### src/filter_pkg.sv
`default_nettype none

package filter_pkg;

	// Width of one packet word as it arrives on the input stream
	localparam int DATA_WIDTH = 64;

	// Widest packet-memory address any lane may be built with
	localparam int MAX_ADDR_WIDTH = 10;

	// One packet-memory write, as it travels from ingest through dispatch to a lane
	typedef struct packed {
		logic [MAX_ADDR_WIDTH-1:0] addr;
		logic [DATA_WIDTH-1:0]     data;
		logic                      wr_en;
		// Pulses once in the cycle after the last word of a packet
		logic                      done;
	} mem_wr_t;

	// Layout of the first word of every packet
	typedef struct packed {
		logic [15:0] proto;
		// Total word count, the header word included
		logic [15:0] length;
		// XOR over the low 32 bits of all payload words
		logic [31:0] checksum;
	} pkt_hdr_t;

	// Word 0 is decoded as a header, every later word as plain data
	typedef union packed {
		logic [DATA_WIDTH-1:0] raw;
		pkt_hdr_t              hdr;
	} pkt_word_u;

	// Result of filtering one packet
	typedef struct packed {
		logic        accept;
		// Number of words actually received
		logic [15:0] length;
	} verdict_t;

endpackage

`default_nettype wire

### src/packet_ingest.sv
`default_nettype none

module packet_ingest #(
	parameter int ADDR_WIDTH = 6
) (
	input  logic                              clk,
	input  logic                              reset,
	input  logic                              in_valid,
	input  logic [filter_pkg::DATA_WIDTH-1:0] in_data,
	input  logic                              in_last,
	output logic                              in_ready,
	input  logic                              mem_ready,
	output filter_pkg::mem_wr_t               wr
);

	// Word address inside the current packet
	logic [ADDR_WIDTH-1:0] addr_cnt;
	// Registered end-of-packet marker, drives the done strobe
	logic                  done_q;
	logic                  take;

	// Hold the stream off in the done cycle, the dispatcher may swap lanes right after it
	assign in_ready = mem_ready && !done_q;
	assign take     = in_valid && in_ready;

	always_ff @(posedge clk) begin
		if (reset) begin
			addr_cnt <= '0;
			done_q   <= 1'b0;
		end else begin
			done_q <= take && in_last;
			if (take) begin
				// Last word wraps the counter so the next packet starts at zero
				if (in_last)
					addr_cnt <= '0;
				else
					addr_cnt <= addr_cnt + 1'b1;
			end
		end
	end

	always_comb begin
		wr                       = '0;
		wr.addr[ADDR_WIDTH-1:0]  = addr_cnt;
		wr.data                  = in_data;
		wr.wr_en                 = take;
		wr.done                  = done_q;
	end

	// A packet longer than the lane memory would wrap over its own header
	a_no_overrun: assert property (@(posedge clk) disable iff (reset)
		!(in_valid && (&addr_cnt) && !in_last));

endmodule

`default_nettype wire

### config.mk
export PLATFORM = sky130hd
export DESIGN_NAME = packet_ingest
export DESIGN_NICKNAME = d
export VERILOG_FILES = /design/src/filter_pkg.sv /design/src/packet_ingest.sv
export SDC_FILE = /design/constraint.sdc
export NUM_CORES = 1
export LEC_CHECK = 0
export ABC_AREA = 1
export ABC_CLOCK_PERIOD_IN_PS = 1600
export BUFFER_PORTS_ARGS = -buffer_cell sky130_fd_sc_hd__buf_2
export CORE_UTILIZATION = 28
export CTS_BUF_LIST = sky130_fd_sc_hd__clkbuf_4 sky130_fd_sc_hd__clkbuf_8
export DETAILED_ROUTE_END_ITERATION = 10
export PLACE_DENSITY = 0.88
export SLEW_MARGIN = 20
export SYNTH_ARGS = -nofsm -noshare
export SYNTH_HDL_FRONTEND = slang
export SYNTH_SLANG_ARGS = --single-unit
### constraint.sdc
create_clock -name clk -period 1.6 [get_ports clk]
set_clock_uncertainty 0.1 [all_clocks]
set_input_delay 0.16 -clock clk [delete_from_list [all_inputs] [get_ports clk]]
set_output_delay 0.16 -clock clk [all_outputs]
set_load 0.005 [all_outputs]
Word-level counts from Yosys, hierarchy flattened. Index checks and enable logic that the tools add are counted. Widths: inputs -> output; s select.

Add/subtract/negate cells: 1. Muxes and demuxes: 1. Reduce and logical (&&, ||, !) cells: 4.

Operators with widths (count): $add 6x1->6 const B (1); $mux 6 (1); $logic_and 1x1->1 (3); $logic_not 1->1 (1).

Input bits: 69. Register bits after elaboration: 7. Logic and storage cells: 8.

Depth between registers and ports, before layout.
Depth in word-level cells: 4. Mapped depth: 6. Gate-level depth less buffers: 6.

Least setup slack after synthesis. No wires, ideal clock.

Path kind: reg2reg. From: register addr_cnt[0]. To: register addr_cnt[4]. Arrival: 920 ps. Library setup time: 114 ps. Cell stages (with the launch flop): 7. Slack: 466 ps. Clock period less this slack: 1134 ps. Path buffers: 0. Data required time: 1386 ps. Cell sequence: dfxtp_1 ha_1 nand4_1 nor2_1 nand2_1 nand2_1 nor2_1.

Longest elaborated chain between the ends: 2.

Ends and longest elaborated chain: start: declaration (RTL line packet_ingest.sv:17) `logic [ADDR_WIDTH-1:0] addr_cnt;`; start signal: assignment (RTL line packet_ingest.sv:37) `addr_cnt <= addr_cnt + 1'b1;`; $add 6x1->6 (RTL line packet_ingest.sv:37); $mux 6 (RTL line packet_ingest.sv:34) `if (in_last)`.

Every way passes these cells. A chain may end at the register's enable or synchronous reset.

Final worst setup path. Same ends and word-level chain as after synthesis.

==> impl_metrics.csv <==
group,metric,value,unit
run_status,status,"complete, but fails checks",
run_status,violations,"DRC",
synthesis,synth.distinct_cells,17,
layout,area.growth.synth_to_final,-43.1,%
critical_path,r2r_end,"addr_cnt[4]",
power_and_ir_drop,p_per_area,792,nW/µm²
floorplanning,rows,19,
synthesis,synth.avg_cell_area,7.58,µm²
critical_path,crit_end,"addr_cnt[4]",
detailed_routing,drc,11,
floorplanning,fp.dieH,57.6,µm
place,pre_cts_ws,0.350,ns
floorplanning,ioPinCount,146,
critical_path,startpoint,"addr_cnt[0]",
hold_path,min_path_type,"input port to flip-flop",
clocking,cts_root_buffer,"clkbuf_4",
layout,post-route-util,0.174,
detailed_routing,wl_per_cell,13.9,µm
place,port_buffers,13,
clocking,h-tree-depth,1,
detailed_routing,ant_nets,0,
global_route,overflow,0,
detailed_routing,vias_per_cell,4.41,
timing,finalWorstSetupSlack,0.304,ns
synthesis,mappedNetlistArea,865,µm²
critical_path,cp.required,1.66,ns
critical_path,path_class,"flip-flop to flip-flop",
clocking,clk_pin_slew,0.07,ns
critical_path,startpoint_type,"flip-flop",
power_and_ir_drop,power.total,0.000389,W
power_and_ir_drop,vdd_drop_max,0.326,mV
floorplanning,start_util,0.306,
detailed_routing,drtIter0Drc,16,
critical_path,critPathMaxFanout,4,
timing,fin_crit,1.30,ns
layout,nFillCells,304,
clocking,post_cts_buffers,0,
detailed_routing,firstDrtPassIters,7,
critical_path,worst_path_max_delay_cell,"dfxtp_1",
timing,fin_setup_tns,0,ns
clocking,clock_latency,0.27,ns
detailed_routing,drt-total-wl,1.34,mm
synthesis,ys_seq_area_frac,0.162,
synthesis,ys_seq_elements,7,
critical_path,path_delay_family,"simple AND/OR/NAND/NOR gates",
critical_path,path_buf_inv,0,
timing,drv_slew,0,
critical_path,r2r_start,"addr_cnt[0]",
global_route,grtUsageTotal,0.0811,
critical_path,crit_path_cell_trace,"ha_1 -> nand4_1 -> nor2_1 -> nand2_1 -> nand2_1 -> nor2_1",
floorplanning,die_w,57.6,µm
critical_path,end_kind,"flip-flop",
critical_path,ff2ff_path_depth,6,
clocking,clk_path_buf_depth,2,
timing,rsz0062_at_grt,"no",
timing,fmax,0.772,GHz
layout,diodes,0,
timing,setup_viol,0,
clocking,clock_sinks,7,
global_route,grt_pass1_vias,425,
run,maxCapViolCount,0,
clocking,cts_tree,"built",
power_and_ir_drop,p_leak,0.246,nW
global_route,grt_pass1_wl,1.97,mm
critical_path,max_stage_delay,0.39,ns
floorplanning,core_area,2830,µm²
clocking,numCtsBuffers,3,
global_route,antenna_found_initial,0,
global_route,grt_max_degree,7,
synthesis,yosys_warnings,0,
detailed_routing,vias,423,
place,gp_congestion,0.691,
timing,hold_viol,0,
critical_path,reg2reg_slack,0.30,ns
layout,drive_above_1_share,0.308,
critical_path,critPathArrivalTime,1.36,ns
layout,nNetsFinal,136,
timing,post-route-period-util,0.810,
floorplanning,die_area,3310,µm²
synthesis,syn_inst,114,
critical_path,timing.critical_path.depth,6,
==> stage by stage <==
stage	area, µm²	instances	hold slack (ns)
after floorplan	876	117	0.129
after global placement	454	91	0.220
after detailed placement	454	91	0.220
after CTS	492	96	0.0974
after global routing	492	96	0.138
final	492	96	0.0978
==> report_power, final <==
part           switching (W)  internal (W)
Sequential        0.00000318      0.000178
Combinational      0.0000227     0.0000161
Clock              0.0000780     0.0000920
Total               0.000104      0.000286
==> flip-flops by register name, indices dropped and copies added, names as in the netlist <==
signal,flops
addr_cnt,6
done_q,1
==> area by class of cell <==
| type | instances | area, µm² | share of cell area |
|---|---|---|---|
| Multi-Input combinational cell | 31 | 176 | 0.359 |
| Sequential cell | 7 | 140 | 0.285 |
| Timing Repair Buffer | 14 | 75.1 | 0.153 |
| Tap cell | 31 | 38.8 | 0.0789 |
| Inverter | 9 | 33.8 | 0.0687 |
| Clock buffer | 3 | 22.5 | 0.0458 |
| Clock inverter | 1 | 5.00 | 0.0102 |
==> cells in the final DEF, fill, tap and decap left out, drive strengths merged <==
cell,instances
nand3,4
nor2,6
dlygate4sd3,1
nor3,1
nand2,7
xor2,1
nor3b,1
dfxtp,7
clkinv,1
xnor2,1
clkbuf,3
conb,4
buf,13
inv,9
o21ai,1
a21oi,3
nand4,1
ha,1
==> worst register-to-register path, delay by kind of cell, from the launching register on <==
family	cells	cell delay [ns]
adders and majority gates	1	0.18
DFF	1	0.39
and+or+nand+nor	5	0.53
==> worst min-delay path by stage <==
stage                           start  depth (start not counted)          end  slack, ns
after floorplan                 reset                          1  addr_cnt[1]       0.13
after global placement    in_data[25]                          0       wr[27]       0.22
after detailed placement  in_data[25]                          0       wr[27]       0.22
after CTS                     in_last                          3       done_q        0.1
after global routing          in_last                          4  addr_cnt[1]       0.14
final                         in_last                          3       done_q        0.1
==> layer usage <==
layer  share of wire  global-route usage  wire length [µm]
met3            0.19              0.0499               248
met4           0.057               0.136                76
met1            0.29              0.0536               383
met2            0.47               0.120               631
met5               0                   0                 0
==> timing repair <==
action,CTS,global route
endpoints found under the hold margin,2,0
resized for setup,0,0
hold buffers,1,0
==> synth_stat cells (all sizes together) <==
| cell | n | share of area |
|---|---|---|
| a21oi | 3 | 0.017 |
| buf | 70 | 0.61 |
| conb | 1 | 0.0043 |
| dfxtp | 7 | 0.16 |
| ha | 1 | 0.014 |
| inv | 9 | 0.039 |
| nand2 | 7 | 0.030 |
| nand3 | 4 | 0.038 |
| nand4 | 1 | 0.0072 |
| nor2 | 6 | 0.035 |
| nor3 | 1 | 0.0058 |
| nor3b | 1 | 0.0087 |
| o21ai | 1 | 0.010 |
| xnor2 | 1 | 0.010 |
| xor2 | 1 | 0.010 |
==> logic make-up (layout without fill, tap and decap cells) <==
kind of cell / count (synthesis) / after routing / synth area share
buffers and inverters: 79 / 27 / 0.647
DFF: 7 / 7 / 0.162
other: 1 / 4 / 0.00434
adders and majority gates: 1 / 1 / 0.0145
and+or+nand+nor: 20 / 20 / 0.124
AOI/OAI and AO/OA: 4 / 4 / 0.0275
xor gates and xnor gates: 2 / 2 / 0.0203
(Power assumes the default switching activity.)
