--- src/filter_pkg.sv ---
`default_nettype none

package filter_pkg;

	// Width of one packet word as it arrives on the input stream
	localparam int DATA_WIDTH = 64;

	// Widest packet-memory address any lane may be built with
	localparam int MAX_ADDR_WIDTH = 10;

	// One packet-memory write, as it travels from ingest through dispatch to a lane
	typedef struct packed {
		logic [MAX_ADDR_WIDTH-1:0] addr;
		logic [DATA_WIDTH-1:0]     data;
		logic                      wr_en;
		// Pulses once in the cycle after the last word of a packet
		logic                      done;
	} mem_wr_t;

	// Layout of the first word of every packet
	typedef struct packed {
		logic [15:0] proto;
		// Total word count, the header word included
		logic [15:0] length;
		// XOR over the low 32 bits of all payload words
		logic [31:0] checksum;
	} pkt_hdr_t;

	// Word 0 is decoded as a header, every later word as plain data
	typedef union packed {
		logic [DATA_WIDTH-1:0] raw;
		pkt_hdr_t              hdr;
	} pkt_word_u;

	// Result of filtering one packet
	typedef struct packed {
		logic        accept;
		// Number of words actually received
		logic [15:0] length;
	} verdict_t;

endpackage

`default_nettype wire

--- src/verdict_merge.sv ---
`default_nettype none

module verdict_merge #(
	parameter int NUM_LANES = 4,
	localparam int LANE_W = (NUM_LANES > 1) ? $clog2(NUM_LANES) : 1
) (
	input  logic                                 clk,
	input  logic                                 reset,
	input  logic                                 choice_valid,
	input  logic [LANE_W-1:0]                    choice_idx,
	input  logic [NUM_LANES-1:0]                 verdict_ready,
	input  filter_pkg::verdict_t [NUM_LANES-1:0] lane_verdict,
	output logic [NUM_LANES-1:0]                 take,
	output logic                                 verdict_valid,
	output filter_pkg::verdict_t                 verdict
);

	// Lane indices in the order their packets arrived
	logic [LANE_W-1:0] fifo [NUM_LANES];
	logic [LANE_W-1:0] wr_ptr;
	logic [LANE_W-1:0] rd_ptr;
	logic [LANE_W:0]   count;
	logic [LANE_W-1:0] head;
	logic              pop;

	assign head = fifo[rd_ptr];
	// Only the oldest packet may leave, even if later lanes are done already
	assign pop  = (count != '0) && verdict_ready[head];

	always_ff @(posedge clk) begin
		if (choice_valid)
			fifo[wr_ptr] <= choice_idx;
		if (pop)
			verdict <= lane_verdict[head];
	end

	always_ff @(posedge clk) begin
		if (reset) begin
			wr_ptr        <= '0;
			rd_ptr        <= '0;
			count         <= '0;
			take          <= '0;
			verdict_valid <= 1'b0;
		end else begin
			if (choice_valid)
				wr_ptr <= (wr_ptr == LANE_W'(NUM_LANES - 1)) ? '0 : wr_ptr + 1'b1;
			if (pop)
				rd_ptr <= (rd_ptr == LANE_W'(NUM_LANES - 1)) ? '0 : rd_ptr + 1'b1;
			case ({choice_valid, pop})
				2'b10:   count <= count + 1'b1;
				2'b01:   count <= count - 1'b1;
				default: count <= count;
			endcase
			// Release the head lane in the same cycle its verdict goes out
			verdict_valid <= pop;
			take          <= '0;
			if (pop)
				take[head] <= 1'b1;
		end
	end

	// Each lane holds one packet at most, so the queue cannot run over
	a_no_overflow: assert property (@(posedge clk) disable iff (reset)
		!(choice_valid && count == (LANE_W + 1)'(NUM_LANES)));

endmodule

`default_nettype wire

--- config.mk ---
export PLATFORM = sky130hd
export DESIGN_NAME = verdict_merge
export DESIGN_NICKNAME = d
export VERILOG_FILES = /design/src/filter_pkg.sv /design/src/verdict_merge.sv
export SDC_FILE = /design/constraint.sdc
export NUM_CORES = 1
export LEC_CHECK = 0
export BUFFER_PORTS_ARGS = -buffer_cell sky130_fd_sc_hd__clkbuf_2
export CAP_MARGIN = 15
export CORE_ASPECT_RATIO = 1.2
export CORE_MARGIN = 1.5
export CORE_UTILIZATION = 30
export DETAILED_ROUTE_END_ITERATION = 7
export GPL_ROUTABILITY_DRIVEN = 0
export GPL_TIMING_DRIVEN = 0
export REMOVE_ABC_BUFFERS = 1
export SLEW_MARGIN = 30
export SYNTH_ARGS = -nofsm -noshare
export SYNTH_HDL_FRONTEND = slang
export SYNTH_SLANG_ARGS = --single-unit
--- constraint.sdc ---
create_clock -name clk -period 9.3 [get_ports clk]
set_input_delay 1.395 -clock clk [delete_from_list [all_inputs] [get_ports clk]]
set_output_delay 1.395 -clock clk [all_outputs]
set_load 0.05 [all_outputs]
# --- Yosys cells after proc, flatten, opt, wreduce, memory -nomap -nowiden ---
# Memories as Yosys holds them, arrays and structs flattened. A register that Yosys moved wholly into a read port is not among the register bits.
# Cells that the tools add are included.
op_classes:
  bitwise: 1
  eq_ne: 4
  mux: 13
  reduce_logical: 5
  n_addsub: 4
  magnitude_cmp: 2
ops:
  columns: ["cell", "count"]
  rows:
  - ["$bmux W17 S2", 1]
  - ["$mux W17", 1]
  - ["$mux W2", 4]
  - ["$eq A2 B2 Y1 const B", 3]
  - ["$pmux W3 S2", 1]
  - ["$add A2 B1 Y2 const B", 2]
  - ["$mux W1", 4]
  - ["$add A3 B1 Y3 const B", 1]
  - ["$lt A2 B3 Y1 const B", 1]
  - ["$reduce_bool A3 Y1", 1]
  - ["$sub A3 B1 Y3 const B", 1]
  - ["$bmux W1 S2", 1]
  - ["$demux W1 S2", 1]
  - ["$eq A2 B1 Y1 const B", 1]
  - ["$ge A2 B1 Y1 const B", 1]
  - ["$logic_and A1 B1 Y1", 2]
  - ["$reduce_bool A2 Y1", 1]
  - ["$reduce_or A2 Y1", 1]
  - ["$not A1 Y1", 1]
word_totals:
  reg_bits: 29
  mem_bits_rw: 8
  memories: 1
memory_table:
  columns: ["memory", "words", "word_bits", "read_ports", "rd_ports_with_merged_regs", "wr", "line_no", "source"]
  rows:
  - ["fifo", 4, 2, 1, 1, 1, "verdict_merge.sv:19", "logic [LANE_W-1:0] fifo [NUM_LANES];"]

# --- Logic depth before layout (Yosys ltp) ---
logic_depth:
  ltp_word: 5
  depth_mapped: 10
  mapped_depth_nobuf: 9

# --- Worst setup path before layout ---
# Ideal clock, no wire load.
synth_path:
  path_kind: "input-to-reg"
  from: "input verdict_ready[3]"
  to: "register count[2]"
  arrival_ns: 3.429
  setup_slack_ns: 5.801
  cell_stages: 8
  cell_sequence: "mux2i_1 o22ai_2 ha_1 inv_1 fa_1 xor2_1 or3_1 a21oi_1"
synth_via:
  elab_chain_cells: 5
  elab_cells_between_ends: 7
synth_rtl:
  columns: ["item", "line_no", "source"]
  rows:
  - ["start: declaration", "verdict_merge.sv:11", "input logic [NUM_LANES-1:0] verdict_ready,"]
  - ["$bmux W1 S2 (*)", "verdict_merge.sv:28", "assign pop = (count != '0) && verdict_ready[head];"]
  - ["$mux W1 (not written as such) (*)", "verdict_merge.sv:28", null]
  - ["$logic_and A1 B1 Y1 (*)", "verdict_merge.sv:28", null]
  - ["via pop", "verdict_merge.sv:24", "logic pop;"]
  - ["$eq A2 B1 Y1 / $eq A2 B2 Y1 (equally long branches)", "verdict_merge.sv:49", "case ({choice_valid, pop})"]
  - ["$pmux W3 S2 / $reduce_bool A2 Y1 (equally long branches)", null, null]
  - ["end signal: assignment", "verdict_merge.sv:50", "2'b10: count <= count + 1'b1;"]
  - ["end signal: assignment", "verdict_merge.sv:51", "2'b01: count <= count - 1'b1;"]
  - ["end signal: assignment", "verdict_merge.sv:52", "default: count <= count;"]
  - ["end: declaration", "verdict_merge.sv:22", "logic [LANE_W:0] count;"]
# Mark *: on every way through the listed nets, which the timed path passes. The rest lies on a longest branch. The select of a mux whose other input is x is not followed.
# A chain may end at the register's enable or synchronous reset.

==> impl_metrics.env <==
export IMPL_grt_overflow_total=0
export IMPL_die_y_um=90.8
export IMPL_clock_sinks=39
export IMPL_cts_setup_buffers=0
export IMPL_yosysSeqAreaShare_pct=53.5
export IMPL_clkTransAtPathRegs_ps=80
export IMPL_grt_pass1_wl_um=6660
export IMPL_ys_types=26
export IMPL_nNetsFinal=304
export IMPL_placed_area_mm2=0.00247
export IMPL_slew_limit_headroom_pct=52.6
export IMPL_syn_inst=121
export IMPL_cts_root_buf="clkbuf_8"
export IMPL_start_util_pct=31.4
export IMPL_first_pass_iters=3
export IMPL_setup_tns_ps=0
export IMPL_drv_slew=0
export IMPL_worst_pin_slew_ps=711
export IMPL_seqPwrFrac_pct=36.1
export IMPL_fp_dieW_um=76.2
export IMPL_wl_um=4350
export IMPL_clockBufferDepth=2
export IMPL_synthTopCellsByArea="edfxtp_1 39%, mux4_2 20%, dfxtp_1 15%, ha_1 3.9%, mux2i_1 3.1%"
export IMPL_pwr_share_clk_pct=17.4
export IMPL_ys_ff_latch=39
export IMPL_post_route_util_pct=42.2
export IMPL_port_buffers=98
export IMPL_placement_rows=31
export IMPL_rsz0062_at_grt="no"
export IMPL_vias=1404
export IMPL_hold_violations=0
export IMPL_power_leakage_nw=1.11
export IMPL_fin_crit_ps=3520
export IMPL_setup_violations=0
export IMPL_start_kind="flip-flop"
export IMPL_power_internal_mw=0.453
export IMPL_end_kind="flip-flop"
export IMPL_synth_top_area_share_pct=39.0
export IMPL_rrSetupSlack_ps=5780
export IMPL_critPathKind="reg2reg"
export IMPL_syn_avg_cell_area_um2=15.9
export IMPL_p_comb_share_pct=46.5
export IMPL_coreArea_mm2=0.00613
export IMPL_hold_buffers=0
export IMPL_dp_hpwl_um=3450
export IMPL_vias_per_cell=4.63
export IMPL_grt_usage_pct=12.6
export IMPL_cts_inserted_buffers=5
export IMPL_powerDensity_mw_per_mm2=294
export IMPL_finalCritPeriodShare_pct=37.8
export IMPL_syn_cell_area_mm2=0.00193
export IMPL_area_growth_pct=34.1
export IMPL_drive_gt1_share_pct=57.0
export IMPL_h_tree_depth=2
export IMPL_power_switching_mw=0.306
export IMPL_antenna_found_initial=0
export IMPL_tritoncts="done"
export IMPL_post_drt_wl_per_cell_um=14.4
export IMPL_dieArea_mm2=0.00691
export IMPL_min_path_type="reg2reg"
export IMPL_synth_ff_type="edfxtp_1"
export IMPL_remaining_drc_errors=0
export IMPL_peakVddDrop_v=0.000136
export IMPL_synth_edf_count=25
export IMPL_postRouteAntennaNets=0
export IMPL_worstPathRequired_ps=9520
export IMPL_ios=99
export IMPL_netSwitchingFraction_pct=40.3
export IMPL_synth_largest_area_cell="edfxtp_1"
export IMPL_async_reset_ff_share_pct=0
export IMPL_design_area_mm2=0.00258
export IMPL_arrival_ps=3730
export IMPL_yosysWarnings=0
export IMPL_grt_max_degree=26
export IMPL_maxCapViolations=0
export IMPL_drt_iter0_drc=61
export IMPL_n_antenna_cell=0
export IMPL_timing_fmax_mhz=284
export IMPL_status="finished clean"
export IMPL_ctsResizeCount=0
export IMPL_grt_pass1_vias=1375
export IMPL_clkLatencyLatePin_ps=280
export IMPL_critPathMaxFanout=25
export IMPL_finalClockSkew_ps=7.27
==> metrics by stage <==
stage / instances / power, mW / hold slack, ps / worst slack [ps]
floorplan: 115 / 0.545 / 447 / 5790
global placement: 295 / 0.628 / 471 / 5380
detailed placement: 295 / 0.635 / 490 / 5650
CTS: 303 / 0.772 / 502 / 5700
global route: 303 / 0.805 / 525 / 5500
finish: 303 / 0.759 / 501 / 5780
==> placed cells by master (no fill, tap or decap) <==
cell	Yosys	layout
nor3_1	6	6
mux4_1	2	2
nand2b_1	4	4
inv_1	6	6
and2_1	4	4
mux2_2	1	1
o22ai_4	0	1
edfxtp_1	25	25
ha_1	6	6
or3_1	2	2
dfxtp_1	14	14
mux2_4	1	1
clkbuf_16	0	1
clkinv_2	0	1
nor2_1	5	5
a211oi_1	1	1
mux4_2	17	17
clkbuf_2	0	98
a21oi_1	3	3
nand2_1	5	5
o21ai_0	1	1
fa_1	1	1
mux2i_1	6	6
xor2_1	2	2
clkbuf_8	0	6
nor2b_1	2	2
==> registers in the layout, summed over array words and instances, names as in the netlist, named ones only <==
| register | count |
|---|---|
| count | 3 |
| fifo | 8 |
| rd_ptr | 2 |
| take | 4 |
| verdict | 17 |
| verdict_valid | 1 |
| wr_ptr | 2 |
==> per-layer routing <==
metal / vias up / part of all wire [%] / global-route usage, %
met2: 79 / 46 / 21.2
met5: - / 0 / 0
met3: 4 / 10 / 5.96
met1: 658 / 43 / 14.1
met4: 0 / 0.92 / 4.01
li1: 663 / - / -
==> cells by family (layout without fill, tap and decap cells) <==
group	Yosys count	after routing	share of synthesized area (%)
flops	39	39	53.5
simple gates	28	28	7.40
mux	27	27	27.1
buf+inv	12	112	4.09
fa+ha+maj	7	7	4.94
compound gates	6	6	2.08
xor+xnor	2	2	0.909
==> final timing paths <==
check,endpoint,startpoint,cells past startpoint
worst max-delay path,count[2],flip-flop,9
worst max register to register,count[2],flip-flop,9
worst min-delay path,count[2],count[2],2
worst min register to register,count[2],count[2],2
==> cells in the mapped netlist (3+ instances only) <==
cell      count
and2_1        4
a21oi_1       3
mux2i_1       6
inv_1         6
nand2b_1      4
nand2_1       5
dfxtp_1      14
mux4_2       17
edfxtp_1     25
nor2_1        5
nor3_1        6
ha_1          6
==> worst max-delay path: stages (launching register included) <==
cell and delay [ps]:
dfxtp_1 410, mux4_2 850, nand2b_1 300, o22ai_4 560
ha_1 300, inv_1 60, fa_1 370, xor2_1 160
or3_1 300, a21oi_1 130
==> power groups by stage <==
stage / clock [mW] / sequential [mW] / combinational [mW]
after floorplan: 0 / 0.384 / 0.161
after global placement: 0 / 0.276 / 0.352
after detailed placement: 0 / 0.278 / 0.357
after CTS: 0.138 / 0.275 / 0.360
after global routing: 0.145 / 0.279 / 0.381
final: 0.132 / 0.274 / 0.353
==> layout make-up <==
class	instances	area [um2]
fillers	595	3540
flip-flops and latches	39	1030
multi-input cells	70	825
repair buffers	98	490
clock buffers	7	108
well taps	82	103
inverters	6	22.5
clock inverters	1	5.00
No activity file was read; power rests on OpenSTA's default activity.
