**src/filter_pkg.sv**
```systemverilog
`default_nettype none

package filter_pkg;

	// Width of one packet word as it arrives on the input stream
	localparam int DATA_WIDTH = 64;

	// Widest packet-memory address any lane may be built with
	localparam int MAX_ADDR_WIDTH = 10;

	// One packet-memory write, as it travels from ingest through dispatch to a lane
	typedef struct packed {
		logic [MAX_ADDR_WIDTH-1:0] addr;
		logic [DATA_WIDTH-1:0]     data;
		logic                      wr_en;
		// Pulses once in the cycle after the last word of a packet
		logic                      done;
	} mem_wr_t;

	// Layout of the first word of every packet
	typedef struct packed {
		logic [15:0] proto;
		// Total word count, the header word included
		logic [15:0] length;
		// XOR over the low 32 bits of all payload words
		logic [31:0] checksum;
	} pkt_hdr_t;

	// Word 0 is decoded as a header, every later word as plain data
	typedef union packed {
		logic [DATA_WIDTH-1:0] raw;
		pkt_hdr_t              hdr;
	} pkt_word_u;

	// Result of filtering one packet
	typedef struct packed {
		logic        accept;
		// Number of words actually received
		logic [15:0] length;
	} verdict_t;

endpackage

`default_nettype wire

```
**src/filter_lane.sv**
```systemverilog
`default_nettype none

module filter_lane #(
	parameter int          ADDR_WIDTH   = 6,
	parameter logic [15:0] ACCEPT_PROTO = 16'h0800
) (
	input  logic                 clk,
	input  logic                 reset,
	input  filter_pkg::mem_wr_t  wr,
	output logic                 lane_ready,
	output logic                 verdict_ready,
	output filter_pkg::verdict_t lane_verdict,
	input  logic                 take
);
	import filter_pkg::*;

	typedef enum logic [1:0] {ST_IDLE, ST_SCAN, ST_HOLD} state_t;

	localparam int DEPTH = 2 ** ADDR_WIDTH;

	state_t                state;
	logic [DATA_WIDTH-1:0] mem [DEPTH];
	// Counts need one extra bit, a full memory holds DEPTH words
	logic [ADDR_WIDTH:0]   wr_cnt;
	logic [ADDR_WIDTH:0]   issue_ptr;
	logic                  issue;
	// Read stage, one word behind the issue pointer
	logic                  rd_valid;
	logic [ADDR_WIDTH:0]   rd_idx;
	pkt_word_u             rd_word;
	logic                  rd_last;
	// Running header and checksum, plus their values with the current word folded in
	pkt_hdr_t              hdr_q;
	logic [31:0]           csum_q;
	pkt_hdr_t              cur_hdr;
	logic [31:0]           cur_csum;
	logic                  accept;

	assign lane_ready    = (state == ST_IDLE);
	assign verdict_ready = (state == ST_HOLD);
	assign issue         = (state == ST_SCAN) && (issue_ptr < wr_cnt);

	// Packet storage, written only while the lane is waiting for a packet
	always_ff @(posedge clk) begin
		if (wr.wr_en && state == ST_IDLE)
			mem[wr.addr[ADDR_WIDTH-1:0]] <= wr.data;
	end

	// Synchronous read, one word per scan cycle
	always_ff @(posedge clk) begin
		if (issue) begin
			rd_word.raw <= mem[issue_ptr[ADDR_WIDTH-1:0]];
			rd_idx      <= issue_ptr;
		end
	end

	// Word 0 goes through the header view, the rest only feed the checksum
	always_comb begin
		cur_hdr  = (rd_idx == '0) ? rd_word.hdr : hdr_q;
		cur_csum = (rd_idx == '0) ? 32'h0 : (csum_q ^ rd_word.raw[31:0]);
		rd_last  = rd_valid && (rd_idx == wr_cnt - 1'b1);
		accept   = (cur_hdr.proto == ACCEPT_PROTO) &&
			(cur_hdr.length == 16'(wr_cnt)) &&
			(cur_hdr.checksum == cur_csum);
	end

	always_ff @(posedge clk) begin
		if (rd_valid) begin
			hdr_q  <= cur_hdr;
			csum_q <= cur_csum;
		end
		// Verdict is latched with the last word and held until taken
		if (rd_last) begin
			lane_verdict.accept <= accept;
			lane_verdict.length <= 16'(wr_cnt);
		end
	end

	always_ff @(posedge clk) begin
		if (reset) begin
			state     <= ST_IDLE;
			wr_cnt    <= '0;
			issue_ptr <= '0;
			rd_valid  <= 1'b0;
		end else begin
			rd_valid <= issue;
			case (state)
				ST_IDLE: begin
					if (wr.wr_en)
						wr_cnt <= wr_cnt + 1'b1;
					if (wr.done) begin
						state     <= ST_SCAN;
						issue_ptr <= '0;
					end
				end
				ST_SCAN: begin
					if (issue)
						issue_ptr <= issue_ptr + 1'b1;
					if (rd_last)
						state <= ST_HOLD;
				end
				ST_HOLD: begin
					// Free again once the merge block has collected the verdict
					if (take) begin
						state  <= ST_IDLE;
						wr_cnt <= '0;
					end
				end
				default: state <= ST_IDLE;
			endcase
		end
	end

	a_addr_fits: assert property (@(posedge clk) ADDR_WIDTH <= MAX_ADDR_WIDTH);

	// Dispatch must never steer words into a lane that is still scanning or holding
	a_wr_idle_only: assert property (@(posedge clk) disable iff (reset)
		wr.wr_en |-> state == ST_IDLE);

endmodule

`default_nettype wire

```
**config.mk**
```make
export PLATFORM = sky130hd
export DESIGN_NAME = filter_lane
export DESIGN_NICKNAME = d
export VERILOG_FILES = /design/src/filter_pkg.sv /design/src/filter_lane.sv
export SDC_FILE = /design/constraint.sdc
export NUM_CORES = 2
export LEC_CHECK = 0
export BUFFER_PORTS_ARGS = -buffer_cell sky130_fd_sc_hd__buf_2
export CELL_PAD_IN_SITES_DETAIL_PLACEMENT = 1
export CELL_PAD_IN_SITES_GLOBAL_PLACEMENT = 1
export CORE_MARGIN = 2
export CORE_UTILIZATION = 51
export CTS_CLUSTER_SIZE = 24
export DETAILED_ROUTE_END_ITERATION = 6
export PLACE_DENSITY_LB_ADDON = 0.08
export SYNTH_ARGS = -nofsm -noshare
export SYNTH_HDL_FRONTEND = slang
export SYNTH_SLANG_ARGS = --single-unit
export TNS_END_PERCENT = 5
```
**constraint.sdc**
```tcl
create_clock -name clk -period 6.61 [get_ports clk]
set_input_delay 1.322 -clock clk [delete_from_list [all_inputs] [get_ports clk]]
set_output_delay 1.322 -clock clk [all_outputs]
set_load 0.01 [all_outputs]
```
Yosys cells after proc, flatten, opt, wreduce, memory -nomap -nowiden
Memories as Yosys holds them, arrays and structs flattened. A register that Yosys moved wholly into a read port is not among the register bits.
Index checks and enable logic that the tools add are counted.
- register bits: 128
- bits in writable memories: 4096
- input port bits: 79
- output and inout port bits: 19
- logic and storage cells: 54
- memories kept: 1
- add/sub/neg operators: 3
- $lt $le $gt $ge: 1
- equal/unequal tests: 11
- muxes and demuxes: 14
- bitwise operators: 1
- reduce and logical (&&, ||, !) cells: 12
- memory list (memory ; words ; bits a word ; read ports ; clocked after memory_dff ; wr ports ; RTL line ; text):
    mem ; 64 ; 64 ; 1 ; 1 ; 1 ; filter_lane.sv:22 ; logic [DATA_WIDTH-1:0] mem [DEPTH];
- operators with widths (cell ; count):
    64-bit two-way mux ; 1
    32-bit equality test ; 1
    32-bit two-way mux ; 1
    32-bit XOR ; 1
    7-bit two-way mux ; 4
    7-bit case mux with 2 select lines ; 2
    16-bit by 12-bit equality test with 1-bit output (second input constant) ; 1
    16-bit by 7-bit equality test with 1-bit output ; 1
    7-bit by 1-bit adder with 7-bit output (second input constant) ; 2
    3-bit AND reduction ; 3
    2-bit inequality test (second input constant) ; 4
    7-bit equality test ; 1
    7-bit zero test ; 1
    7-bit less-than comparator ; 1
    7-bit by 1-bit subtractor with 7-bit output (second input constant) ; 1
    2-bit two-way mux ; 3
    2-bit case mux with 3 select lines ; 1
    1-bit logical AND ; 5
    2-bit nonzero test ; 2
    2-bit by 1-bit equality test with 1-bit output (second input constant) ; 1
    2-bit equality test (second input constant) ; 1
    2-bit zero test ; 1
    1-bit two-way mux ; 2
    2-bit by 1-bit inequality test with 1-bit output (second input constant) ; 1

Logic depth before layout (Yosys ltp)
- depth in word-level cells: 5
- gate-level depth with buffers: 10
- depth with buffers taken out: 9

Worst setup path before layout
Ideal clock, no wire load.
- path kind: register -> register
- start point: register wr_cnt[4]
- end point: register rd_idx[0] (enable)
- setup time: 0.588 ns
- data arrival time: 6.411 ns
- data required time: 6.022 ns
- setup slack: -0.389 ns
- stages on the path, launching flop included: 9
- buffers on the path: 1
- period minus slack after synthesis: 6.999 ns
- cell sequence: dfxtp_1 clkbuf_1 inv_1 ha_1 and3_1 a21oi_1 o21ai_0 o21a_1 nor3_1
- longest elaborated chain between the ends: 2
- ends and longest elaborated chain (what ; RTL line ; text):
    from (decl) ; filter_lane.sv:24 ; logic [ADDR_WIDTH:0] wr_cnt;
    from (signal assigned) ; filter_lane.sv:90 ; wr_cnt <= wr_cnt + 1'b1;
    7-bit less-than comparator ; filter_lane.sv:41 ; assign issue = (state == ST_SCAN) && (issue_ptr < wr_cnt);
    1-bit logical AND ; filter_lane.sv:41 ;
    net issue ; filter_lane.sv:26 ; logic issue;
    to (signal assigned) ; filter_lane.sv:53 ; rd_idx <= issue_ptr;
    to (decl) ; filter_lane.sv:29 ; logic [ADDR_WIDTH:0] rd_idx;
The timed path passes the listed nets, and every way through them passes these cells.
A chain may end at the register's enable or synchronous reset.

Worst setup path in the final report
- start point: register rd_idx[1]
- end point: register lane_verdict[16] (netlist bit) (data pin)
- longest elaborated chain between the ends: 5
- elaborated cells between the ends (all ways): 8
- those cells by class: eq/ne: 3; mux: 2; reduce/logical: 3
- ends and longest elaborated chain (what ; RTL line ; text):
    7-bit zero test (*) ; filter_lane.sv:59, filter_lane.sv:60 ;
    64-bit two-way mux ; filter_lane.sv:59 ; cur_hdr = (rd_idx == '0) ? rd_word.hdr : hdr_q;
    16-bit by 12-bit equality test with 1-bit output or 16-bit by 7-bit equality test with 1-bit output (tied branches) ; filter_lane.sv:62, filter_lane.sv:63 ;
    1-bit logical AND ; filter_lane.sv:62 ; accept = (cur_hdr.proto == ACCEPT_PROTO) &&
    1-bit logical AND (*) ; filter_lane.sv:63 ; (cur_hdr.length == 16'(wr_cnt)) &&
    net accept ; filter_lane.sv:37 ; logic accept;
    to (decl) ; filter_lane.sv:12 ; output filter_pkg::verdict_t lane_verdict,
Mark *: on every way through the listed nets, which the timed path passes. The rest lies on a longest branch.

==> metrics <==
status=finished clean; synthesis-to-finish area growth=12.89%; via count=75,216; Seq cells post-synth=4,288; Tmin final=4.754 ns; Startpoint Class=register; DRT antenna net count=0; hpwl dp=236.7 mm; largest net degree at the start of global routing=126; area leader, netlist=edfxtp_1; Leak=0.05526 uW; CP endpoint kind=register; Synth async-reset ratio=0%; share of cells above drive strength 1=31.62%; DR DRC count=0; average size of a mapped cell=24.84 um2; RSZ-0062 raised after global routing=false; Netlist Area Pre-Place=0.1635 mm2; Root Buffer Master=clkbuf_16; final WL=441.9 mm; clock transition at the registers of the reported paths=0.06 ns; critical-path maximum fanout=81; total grt overflow=0; total die area=0.3252 mm2; postcts setup bufs=0; clock tree buffer depth=4; Post-synth EDFFs=4,271; initial drt markers=8,674; post-synth cell types=58; TNS Setup=0 ns; Ys Warns=0; Slew HR=3.277%; Synth area leaders=edfxtp_1 (78%), mux4_2 (19%), nand2_1 (0.48%), clkbuf_1 (0.45%), buf_2 (0.32%); Fmax achieved=0.2104 GHz; register area share after synthesis=78.63%; row cnt=207; Max Cap Violations=0; Slew Viols, Final=0; vias in the first global route=78,569; core box area=0.3186 mm2; total global-route track usage=27.58%; WP data required=7.30 ns; Synth top area share=78.42%; final worst path period share=71.92%; initial antenna violation count=42; Clk Latency, worst-skew pair=1.01 ns; port buffer count=84; power density cells=308.5 mW/mm2; effective utilization at floorplan=51.34%; peak supply drop=0.2320 mV; Die Wd=570.3 um; # hold bufs at CTS=0; vias per cell=6.520; commonest non-fill, non-tap cell in the layout=edfxtp_1; I/O pins=98; fin util=57.96%; Nets=7,075; CTS tree=yes; DIE HEIGHT=570.3 um; WS Path Type=register to register; post-CTS resize count=0; Primary FF master, synth=edfxtp_1; Post-Place Worst Slack=1.944 ns; most frequent cells in the layout=edfxtp_1 (4,271), mux4_2 (1,344), clkbuf_16 (449); H-Tree Depth=5; Worst Max-Slew Pin Slew=1.447 ns; Mapped Cells=6,583; WL/cell=38.30 um; Placer Congestion=0.8236; final hold viol count=0; final critical-path setup slack=1.856 ns; CP arrival=5.44 ns; clock skew=0.04656 ns; first-pass GRT wire length=622.0 mm; CTS Buf Count=442; Sink Count=4,288; setup violators final=0; Hold WC Path Type=register to register; First-pass DRT Iterations=5
[power breakdown]
group / total (uW) / internal (uW) / switching (uW)
logic: 2530 / 1130 / 1400
clock network: 24300 / 13900 / 10400
registers: 30100 / 30100 / 93.3
[cells in the mapped netlist, types with 16 or more instances]
| library cell | n |
|---|---|
| nor3_1 | 22 |
| nor4_1 | 18 |
| buf_1 | 21 |
| o21ai_0 | 18 |
| nor2_1 | 126 |
| a21oi_1 | 18 |
| mux4_2 | 1344 |
| xnor2_1 | 49 |
| edfxtp_1 | 4271 |
| nand3_1 | 16 |
| buf_2 | 104 |
| dfxtp_1 | 17 |
| nand2_1 | 208 |
| clkbuf_1 | 198 |
[per-layer routing]
| metal | GRT usage [%] | part of all wire, % | up-vias |
|---|---|---|---|
| met5 | 0 | 0.014 | - |
| met4 | 8.053 | 3.2 | 10 |
| met3 | 4.580 | 6.9 | 674 |
| met2 | 44.97 | 50 | 2906 |
| met1 | 38.78 | 40 | 42256 |
| li1 | - | - | 29370 |
[registers in the layout, indices dropped and copies added, names as in the netlist]
register	count
csum_q	32
hdr_q	64
issue_ptr	7
lane_verdict	8
mem	4096
rd_idx	7
rd_valid	1
rd_word	64
state	2
wr_cnt	7
[critical path, stage by stage (launching register included)]
cell and delay, ns:
edfxtp_1 0.41, nor3_1 1.02, and2_4 0.91, buf_4 0.50, nand3_1 0.30, o41ai_1 0.20
o21ai_0 0.22, a2111oi_2 0.79
[stage by stage]
stage | instances | area [um2] | total power, uW | hold slack (ns)
detailed placement | 10723 | 170600 | 33300 | 0.4901
global placement | 10723 | 170600 | 33240 | 0.4942
finish | 11537 | 184600 | 56960 | 0.5180
CTS | 11526 | 184600 | 57470 | 0.5053
floorplan | 6591 | 163600 | 32300 | 0.4064
global route | 11530 | 184600 | 58530 | 0.5339
[area by class of cell]
| type | count | area (um2) |
|---|---|---|
| Antenna cell | 11 | 27.53 |
| Clock buffer | 532 | 11550 |
| Clock inverter | 271 | 2437 |
| Fill cell | 25514 | 133900 |
| Inverter | 10 | 37.54 |
| Multi-Input combinational cell | 1954 | 33950 |
| Sequential cell | 4288 | 128600 |
| Tap cell | 4180 | 5230 |
| Timing Repair Buffer | 291 | 2775 |
[path summary, 6_finish.rpt]
kind / startpoint / to / slack (ns) / depth (start not counted)
setup / recovery: rd_idx[1] / lane_verdict[16] / 1.86 / 7
hold / removal: issue_ptr[6] / rd_idx[6] / 0.52 / 0
setup reg to reg: rd_idx[1] / lane_verdict[16] / 1.86 / 7
hold reg to reg: issue_ptr[6] / rd_idx[6] / 0.52 / 0
[kinds of logic after synthesis]
group | count (synthesis) | share of synthesized area, %
xor gates and xnor gates | 52 | 0.2785
AOI/OAI and AO/OA | 93 | 0.3779
muxes | 1348 | 18.53
and+or+nand+nor | 443 | 1.177
adders and majority gates | 9 | 0.06886
DFF | 4288 | 78.63
buffers and inverters | 349 | 0.9311
other | 1 | 0.002293
No activity file was read; power rests on OpenSTA's default activity.
