## src/filter_pkg.sv

```systemverilog
`default_nettype none

package filter_pkg;

	// Width of one packet word as it arrives on the input stream
	localparam int DATA_WIDTH = 64;

	// Widest packet-memory address any lane may be built with
	localparam int MAX_ADDR_WIDTH = 10;

	// One packet-memory write, as it travels from ingest through dispatch to a lane
	typedef struct packed {
		logic [MAX_ADDR_WIDTH-1:0] addr;
		logic [DATA_WIDTH-1:0]     data;
		logic                      wr_en;
		// Pulses once in the cycle after the last word of a packet
		logic                      done;
	} mem_wr_t;

	// Layout of the first word of every packet
	typedef struct packed {
		logic [15:0] proto;
		// Total word count, the header word included
		logic [15:0] length;
		// XOR over the low 32 bits of all payload words
		logic [31:0] checksum;
	} pkt_hdr_t;

	// Word 0 is decoded as a header, every later word as plain data
	typedef union packed {
		logic [DATA_WIDTH-1:0] raw;
		pkt_hdr_t              hdr;
	} pkt_word_u;

	// Result of filtering one packet
	typedef struct packed {
		logic        accept;
		// Number of words actually received
		logic [15:0] length;
	} verdict_t;

endpackage

`default_nettype wire

```

## src/lane_dispatch.sv

```systemverilog
`default_nettype none

module lane_dispatch #(
	parameter int NUM_LANES = 4,
	localparam int LANE_W = (NUM_LANES > 1) ? $clog2(NUM_LANES) : 1
) (
	input  logic                                clk,
	input  logic                                reset,
	input  filter_pkg::mem_wr_t                 wr,
	output logic                                mem_ready,
	input  logic [NUM_LANES-1:0]                lane_ready,
	output filter_pkg::mem_wr_t [NUM_LANES-1:0] lane_wr,
	output logic                                choice_valid,
	output logic [LANE_W-1:0]                   choice_idx
);

	// High at a packet boundary, and kept high while no lane is free
	logic              reselect;
	logic [LANE_W-1:0] choice_saved;
	logic [LANE_W-1:0] choice;
	logic [LANE_W-1:0] pick;
	logic              found;

	// Lowest-index ready lane wins, so walk downward and let later hits overwrite
	always_comb begin
		pick  = '0;
		found = 1'b0;
		for (int i = NUM_LANES - 1; i >= 0; i--) begin
			if (lane_ready[i]) begin
				pick  = LANE_W'(i);
				found = 1'b1;
			end
		end
	end

	// The choice may only move at a boundary, otherwise the saved one stands
	assign choice = (reselect && found) ? pick : choice_saved;

	always_ff @(posedge clk) begin
		if (reset) begin
			// Start out searching so the first packet lands in the lowest free lane
			reselect     <= 1'b1;
			choice_saved <= '0;
		end else begin
			reselect     <= wr.done || (reselect && !found);
			choice_saved <= choice;
		end
	end

	// While nothing is free the saved lane is busy too, so ready stays low
	assign mem_ready = lane_ready[choice];

	// Address and data fan out to all lanes, only the strobes are steered
	always_comb begin
		for (int i = 0; i < NUM_LANES; i++) begin
			lane_wr[i]       = wr;
			lane_wr[i].wr_en = wr.wr_en && (choice == LANE_W'(i));
			lane_wr[i].done  = wr.done && (choice == LANE_W'(i));
		end
	end

	// The merge block learns which lane got the packet when it closes
	assign choice_valid = wr.done;
	assign choice_idx   = choice;

	a_wr_needs_ready: assert property (@(posedge clk) disable iff (reset)
		wr.wr_en |-> mem_ready);

endmodule

`default_nettype wire

```

## config.mk

```make
export PLATFORM = sky130hd
export DESIGN_NAME = lane_dispatch
export DESIGN_NICKNAME = d
export VERILOG_FILES = /design/src/filter_pkg.sv /design/src/lane_dispatch.sv
export SDC_FILE = /design/constraint.sdc
export NUM_CORES = 1
export LEC_CHECK = 0
export BUFFER_PORTS_ARGS = -buffer_cell sky130_fd_sc_hd__buf_2
export CAP_MARGIN = 25
export CORE_AREA = 5 5 147 149
export CTS_CLUSTER_SIZE = 30
export DETAILED_ROUTE_END_ITERATION = 8
export DIE_AREA = 0 0 152 154
export PLACE_DENSITY = 0.49
export SYNTH_ARGS = -nofsm -noshare
export SYNTH_HDL_FRONTEND = slang
export SYNTH_SLANG_ARGS = --single-unit
```

## constraint.sdc

```tcl
create_clock -name clk -period 0.8 [get_ports clk]
set_input_delay 0 -clock clk [delete_from_list [all_inputs] [get_ports clk]]
set_output_delay 0 -clock clk [all_outputs]
set_load 0.005 [all_outputs]
```

# --- Word level (Yosys, flattened, before mapping) ---
# Cells that the tools add are included.
word_totals:
  ff_bits: 3
  latchBits: 0
  ram_bits: 0
  rom_bits: 0
  inputBits: 82
  out_inout_bits: 308
  elab_cells: 30
  n_memories: 0
classes:
  add_sub_neg: 0
  n_mul: 0
  div: 0
  n_lt_le_gt_ge: 1
  eq_ne: 3
  shift: 0
  n_mux: 11
  bitwise: 0
  n_reduce_logical: 13
ops:
  columns: ["op", "n"]
  rows:
  - ["1-bit logical AND", 10]
  - ["2-bit two-way mux", 5]
  - ["1-bit two-way mux", 5]
  - ["2-bit equality test (second input constant)", 2]
  - ["2-bit by 3-bit less-than comparator with 1-bit output (second input constant)", 1]
  - ["1-bit binary-select mux with 2-bit select", 1]
  - ["2-bit by 1-bit equality test with 1-bit output (second input constant)", 1]
  - ["2-bit zero test", 1]
  - ["1-bit zero test", 1]
  - ["1-bit logical OR", 1]

# --- Depth between registers and ports, before layout ---
# Gate-level depths: netlist of run 1.
logic_depth:
  ltp_word: 8
  depth_mapped: 5
  depth_no_buf: 5

# --- Worst setup path before layout of run 1 ---
# Ideal clock, no wire load.
synth_timing:
  path_type: "register to output"
  start: "register reselect"
  end: "output mem_ready"
  arrival_ns: 0.929
  t_required_ns: 0.800
  path_slack_ns: -0.129
  stages_incl_launch_ff: 6
  path_buffers: 0
  path_cell_list: "dfxtp_1 > inv_2 > nor2_1 > o21ai_2 > inv_2 > mux2i_1"
synth_via:
  elab_chain_len: 4
synth_rtl:
  columns: ["element", "line", "rtl"]
  rows:
  - ["start: declaration", "lane_dispatch.sv:18", "logic reselect;"]
  - ["start signal: assignment", "lane_dispatch.sv:45", "reselect <= wr.done || (reselect && !found);"]
  - ["1-bit logical AND", "lane_dispatch.sv:37", "assign choice = (reselect && found) ? pick : choice_saved;"]
  - ["2-bit two-way mux", "lane_dispatch.sv:37", null]
  - ["named net choice_idx[0]", "lane_dispatch.sv:14", "output logic [LANE_W-1:0] choice_idx"]
  - ["1-bit binary-select mux with 2-bit select", "lane_dispatch.sv:51", "assign mem_ready = lane_ready[choice];"]
  - ["1-bit two-way mux (not written as such)", "lane_dispatch.sv:51", null]
  - ["end: declaration", "lane_dispatch.sv:10", "output logic mem_ready,"]
# The timed path passes the listed nets, and every way through them passes these cells. The select of a mux whose other input is x is not followed.

==> run_results.csv, run 1 <==
group,metric,value,unit
clocking,cts-root-buf,"clkbuf_16",
sta,fin_ws,-502,ps
sta,rsz0062_at_grt,"true",
routing,detail_route.wirelength,3750,µm
placed_design,dp.cells,327,
sta,timing_worst_slew_pin_value,361,ps
yosys,syn-instance-count,330,
outcome,run_status,"finished, violations left",
outcome,failing_checks,"negative setup slack",
setup_path,arrival,1300,ps
global_routing,grt_usage,0.0263,
yosys,synthesis.nets,412,
setup_path,crit_path_start_kind,"register",
die,die_area,23400,µm²
clocking,clock_path_buffers,2,
setup_path,cp_slowest_cell,"dfxtp_4",
clocking,tritoncts,"done",
global_routing,global_route.overflow_total,0,
power_and_ir_drop,static-leakage-power,0.000295,µW
routing,dr.first_iter.drc_count,10,
final_layout,finish.net_count,147,
die,floorplan.die.width,152,µm
routing,vias_per_cell,1.92,
setup_path,path_delay_family,"flip-flops",
min_path,timing.hold.worst.class,"input port to primary output",
yosys,synth.cell_area,2470,µm²
final_layout,layout-area-overhead-vs-synth,-64.3,%
sta,final-hold-violation-count,0,
routing,remaining_drc_errors,0,
clocking,cts_num_sinks,3,
global_routing,first_global_vias,737,
routing,wire_length_on_met3,1170,µm
placed_design,dp_hpwl,2890,µm
setup_path,critical_path.n_buffers_inverters,2,
sta,fin_tns_setup,-5360,ps
clocking,clock_tree.htree_level_count,1,
sta,period_needed,1300,ps
global_routing,grt_start_max_net_pins,7,
final_layout,num_antenna_cells,0,
sta,maxSlewHeadroom,0.757,
die,placementRows,52,
power_and_ir_drop,max-vdd-ir-drop,1190,µV
routing,maxUsedRoutingLayer,"met5",
routing,firstDrtPassIters,4,
setup_path,reg2reg_setup_slack,-230,ps
routing,met2RoutedLength,1270,µm
sta,fmax,0.768,GHz
die,floorplan.initialDensity,0.123,
setup_path,critical_path.reg2reg.endpoint,"choice_saved[0]",
final_layout,multiInputGateArea,206,µm²
min_path,worst_hold_path.num_cells,0,
routing,met1Wirelength,399,µm
min_path,hold_path.startpoint,"wr[73]",
setup_path,r2r.worst_path.cells,6,
placed_design,gp_congestion,0.667,
setup_path,crit_type,"register to primary output",
clocking,clkLatencyLatePin,220,ps
clocking,clk_pin_slew,30,ps
yosys,synth.distinct_cells,13,
final_layout,post_route_cells_drive_above_1_share,0.641,
power_and_ir_drop,powerDensity,1410,nW/µm²
setup_path,cell_by_cell_trace_of_the_critical_path,"o21ai_0 -> o21ai_4 -> buf_4 -> and3_1 -> buf_2",
global_routing,grt_pass1_wl,4820,µm
die,ios,390,
setup_path,crit_required,800,ps
routing,postRouteAntennaNets,0,
sta,post-route-period-util,1.63,
min_path,hold_path_end,"lane_wr[225]",
sta,pins_over_slew_limit,0,
setup_path,worstReg2RegStart,"reselect",
clocking,cts_buffer_count,3,
flow_run,max-cap-violations,0,
routing,route.detailed.wl_per_inst,11.2,µm
power_and_ir_drop,total_power,1240,µW
global_routing,initial_antenna_violation_count,0,
yosys,ys_seq_area_frac,0.0243,
final_layout,fill_cells,2441,
sta,clock_skew,1.61,ps
yosys,yosys_register_bits,3,
sta,setup_viol,13,
die,fp.coreArea,20000,µm²
placed_design,io_buffers,19,
yosys,syn-mean-instance-area,7.48,µm²
setup_path,critPathMaxStageDelay,350,ps
final_layout,post_layout_nonfiller_instances,334,
final_layout,seqCellArea,63.8,µm²
setup_path,largest_fanout_on_the_critical_path,5,
yosys,yosysWarnings,0,
setup_path,timing.critical_path.to_type,"primary output",
routing,dr_total_vias,641,
die,die_h,154,µm
sequential cells by signal, summed over array words and instances, names as in the netlist:
register,count
reselect,1
choice_saved,2
kinds of logic (layout without fill, tap and decap cells):
logic type / count (synthesis) / count (layout) / synth area share
flops: 3 / 3 / 0.0243
compound gates: 9 / 9 / 0.0269
simple gates: 17 / 17 / 0.0370
buf+inv: 300 / 34 / 0.908
mux: 1 / 1 / 0.00405
cell type report:
| cell class | instances | share of cell area |
|---|---|---|
| clock buffer | 4 | 0.0895 |
| inverter | 3 | 0.0156 |
| multi-input combinational | 27 | 0.234 |
| sequential | 3 | 0.0724 |
| tap | 270 | 0.384 |
| timing repair buffer | 27 | 0.205 |
cell usage after synthesis:
master,instances,share of area
dfxtp_1,3,0.024
a311o_1,1,0.0041
o21ai_0,3,0.0061
o21ai_2,3,0.011
mux2i_1,1,0.0041
nand2b_1,1,0.0025
and3_1,6,0.015
nor2b_1,1,0.0025
and3_2,2,0.0061
nor2_1,7,0.011
a22oi_1,2,0.0061
inv_2,3,0.0046
buf_4,297,0.90
worst reg2reg max path, cell delays in order (launching register included):
cell	delay [ps]
dfxtp_4	350
inv_4	80
nor2_4	50
o21ai_4	180
buf_4	150
buf_4	100
nor2_1	30
per-layer routing:
metal	vias to the layer above	track usage
met3	110	0.0346
met5	-	0.0124
met2	169	0.0267
li1	182	-
met4	2	0.0595
met1	178	0.00909
metrics by stage:
| step | util | hold slack, ps | setup slack, ps | instance area, µm² |
|---|---|---|---|---|
| after floorplan | - | 72.4 | -73.6 | 2470 |
| after global placement | 0.0356 | 0.0828 | -261 | 713 |
| after detailed placement | 0.0356 | 0.0828 | -269 | 713 |
| after CTS | 0.0421 | 0.0828 | -484 | 843 |
| after global routing | 0.0440 | 0.0156 | -546 | 881 |
| final | 0.0440 | 0.00223 | -502 | 881 |
power breakdown:
| group | internal (µW) | total, µW | switching, µW |
|---|---|---|---|
| Combinational | 154 | 286 | 133 |
| Sequential | 159 | 171 | 11.3 |
| Clock | 657 | 783 | 126 |
how the worst max path moves through the flow:
stage	start	to	cells past startpoint
after floorplan	reselect	lane_wr[152]	5
after global placement	reselect	lane_wr[228]	6
after detailed placement	reselect	lane_wr[228]	6
after CTS	reselect	lane_wr[0]	6
after global routing	reselect	mem_ready	6
final	reselect	lane_wr[76]	5
what timing repair did:
action | CTS | global route
setup endpoints to repair | 13 | 13
endpoints found under the hold margin | 2 | 0
pin swaps | 7 | 3
setup buffers | 1 | 1
hold buffers | 1 | 0
gates cloned | 0 | 0
resized for setup | 7 | 7
layout by cell type, fill, tap and decap left out, types with 2 or more instances in the layout:
cell,count
nor2_4,2
nor2_1,5
buf_2,16
o21ai_4,2
o21ai_0,2
buf_4,6
dfxtp_1,2
and3_4,2
clkbuf_16,3
inv_2,2
and3_1,5
buf_6,4
a22oi_1,2
No activity file was read; power rests on OpenSTA's default activity.
==> run 2: changes to the inputs <==
- PLACE_DENSITY: 0.49 -> 0.47
- clock period: 0.8 -> 1.68 ns (I/O delays scaled with it)
==> run 2 against run 1 <==
Final area shrank 14%. Largest power group unchanged. Sequential share of layout area is 0.65 points higher. Register-to-register slack improved by 1000 ps. Critical path depth up 1. First-iteration DRC count decreased by 20%. The run now ends clean. Hold slack hardly changed. Via count decreased by 5.1%. Setup slack better by 760 ps. Power shrank 54%.
==> run_results.csv, run 2 (synthesized netlist as in run 1, its figures left out) <==
group,metric,value,unit
global_routing,grt_start_max_net_pins,7,
sta,fin_tns_setup,0,ps
sta,rsz0062_at_grt,"false",
flow_run,max-cap-violations,0,
placed_design,io_buffers,19,
setup_path,crit_type,"register to primary output",
global_routing,grt_pass1_wl,6060,µm
routing,dr_total_vias,608,
sta,period_needed,1420,ps
final_layout,finish.net_count,140,
die,floorplan.die.width,152,µm
setup_path,crit_path_start_kind,"register",
clocking,clk_pin_slew,30,ps
final_layout,reg.largest.list,"choice_saved (2), reselect (1)",
clocking,clock_tree.htree_level_count,1,
sta,setup_viol,0,
sta,fmax,0.703,GHz
routing,vias_per_cell,1.86,
setup_path,largest_fanout_on_the_critical_path,6,
clocking,cts-root-buf,"clkbuf_16",
routing,route.detailed.wl_per_inst,14.4,µm
die,die_area,23400,µm²
final_layout,post_route_cells_drive_above_1_share,0.526,
sta,pins_over_slew_limit,0,
power_and_ir_drop,max-vdd-ir-drop,755,µV
clocking,clkLatencyLatePin,230,ps
power_and_ir_drop,powerDensity,744,nW/µm²
global_routing,first_global_vias,733,
clocking,cts_num_sinks,3,
routing,detail_route.wirelength,4710,µm
die,ios,390,
global_routing,grt_usage,0.0359,
sta,clock_skew,0.678,ps
sta,post-route-period-util,0.846,
die,die_h,154,µm
routing,remaining_drc_errors,0,
power_and_ir_drop,clkPwrFrac,0.690,
final_layout,layout-area-overhead-vs-synth,-69.2,%
final_layout,layout_commonest_cell,"buf_2",
routing,firstDrtPassIters,3,
clocking,cts_buffer_count,3,
global_routing,global_route.overflow_total,0,
power_and_ir_drop,p_int,432,µW
setup_path,arrival,1420,ps
sta,final-hold-violation-count,0,
global_routing,initial_antenna_violation_count,0,
setup_path,crit_required,1680,ps
clocking,tritoncts,"done",
routing,postRouteAntennaNets,0,
power_and_ir_drop,total_power,566,µW
final_layout,max_reg_flops,2,
placed_design,gp_congestion,0.695,
clocking,cts-resized-gates,0,
outcome,run_status,"finished clean",
die,floorplan.initialDensity,0.123,
setup_path,reg2reg_setup_slack,780,ps
power_and_ir_drop,static-leakage-power,0.000254,µW
power_and_ir_drop,share_seq_of_total_power,0.141,
clocking,cts-hold-fix-buffers,1,
final_layout,most-common-layout-cells,"19 x buf_2, 7 x nor2_1, 6 x and3_1",
placed_design,dp_hpwl,3980,µm
final_layout,fill_cells,2440,
die,fp.coreArea,20000,µm²
final_layout,regMostFlops,"choice_saved",
power_and_ir_drop,swShare,0.236,
final_layout,num_antenna_cells,0,
clocking,clock_path_buffers,2,
power_and_ir_drop,power_switching,133,µW
routing,dr.first_iter.drc_count,8,
min_path,timing.hold.worst.class,"input port to primary output",
sta,timing_worst_slew_pin_value,259,ps
clocking,cts_setup_buffers,0,
die,placementRows,52,
sta,maxSlewHeadroom,0.827,
setup_path,timing.critical_path.to_type,"primary output",
power_and_ir_drop,pwr-share-comb,0.169,
run 2: cell types whose count changed in the layout (fill, tap and decap cells not counted), moves of 2 or more:
cell	delta
buf_4	-6
nor2_4	-2
o21ai_2	+2
o21ai_4	-2
nor2_1	+2
buf_6	-4
and3_4	-2
buf_2	+3
run 2: final timing paths:
path / startpoint / to / cells after the start
max: reselect / mem_ready / 6
min: wr[37] / lane_wr[265] / 0
max reg2reg: reselect / choice_saved[1] / 4
min reg2reg: choice_saved[0] / choice_saved[0] / 2
run 2: final cells by class:
cell class              count  area (µm²)  area share
well taps                 270         338       0.444
multi-input cells          27         168       0.220
repair buffers             20         105       0.138
clock buffers               4        78.8       0.104
flip-flops and latches      3        60.1      0.0789
inverters                   3        11.3      0.0148
run 2: metrics by stage:
stage / util / hold WS, ps / std cells / instance area (µm²) / setup WS, ps
floorplan: - / 72.4 / 330 / 2470 / 751
global placement: 0.0335 / 0.0828 / 322 / 672 / 467
detailed placement: 0.0335 / 0.0828 / 322 / 672 / 462
CTS: 0.0380 / 0.0828 / 327 / 761 / 204
global route: 0.0380 / 0.0137 / 327 / 761 / 83.9
finish: 0.0380 / 0.00235 / 327 / 761 / 258
run 2: routing by layer:
metal / global-route usage / wire [µm] / up-vias
li1: - / - / 166
met1: 0.00993 / 516 / 176
met2: 0.0529 / 1960 / 174
met3: 0.0441 / 1440 / 92
met4: 0.0599 / 791 / 0
met5: 0.0104 / 0 / -
run 2: power by group through the flow:
stage / Sequential (µW) / Clock, µW / Combinational [µW]
floorplan: 80.4 / 0 / 618
global placement: 80.8 / 0 / 98.1
detailed placement: 80.8 / 0 / 96.6
CTS: 79.8 / 396 / 99.4
global route: 80.7 / 408 / 107
finish: 79.9 / 390 / 95.5
run 2: worst max-delay path: stages (launching register included):
cell	delay, ps
dfxtp_1	400
inv_2	70
nor2_1	130
o21ai_2	100
inv_2	110
mux2i_1	240
buf_2	150
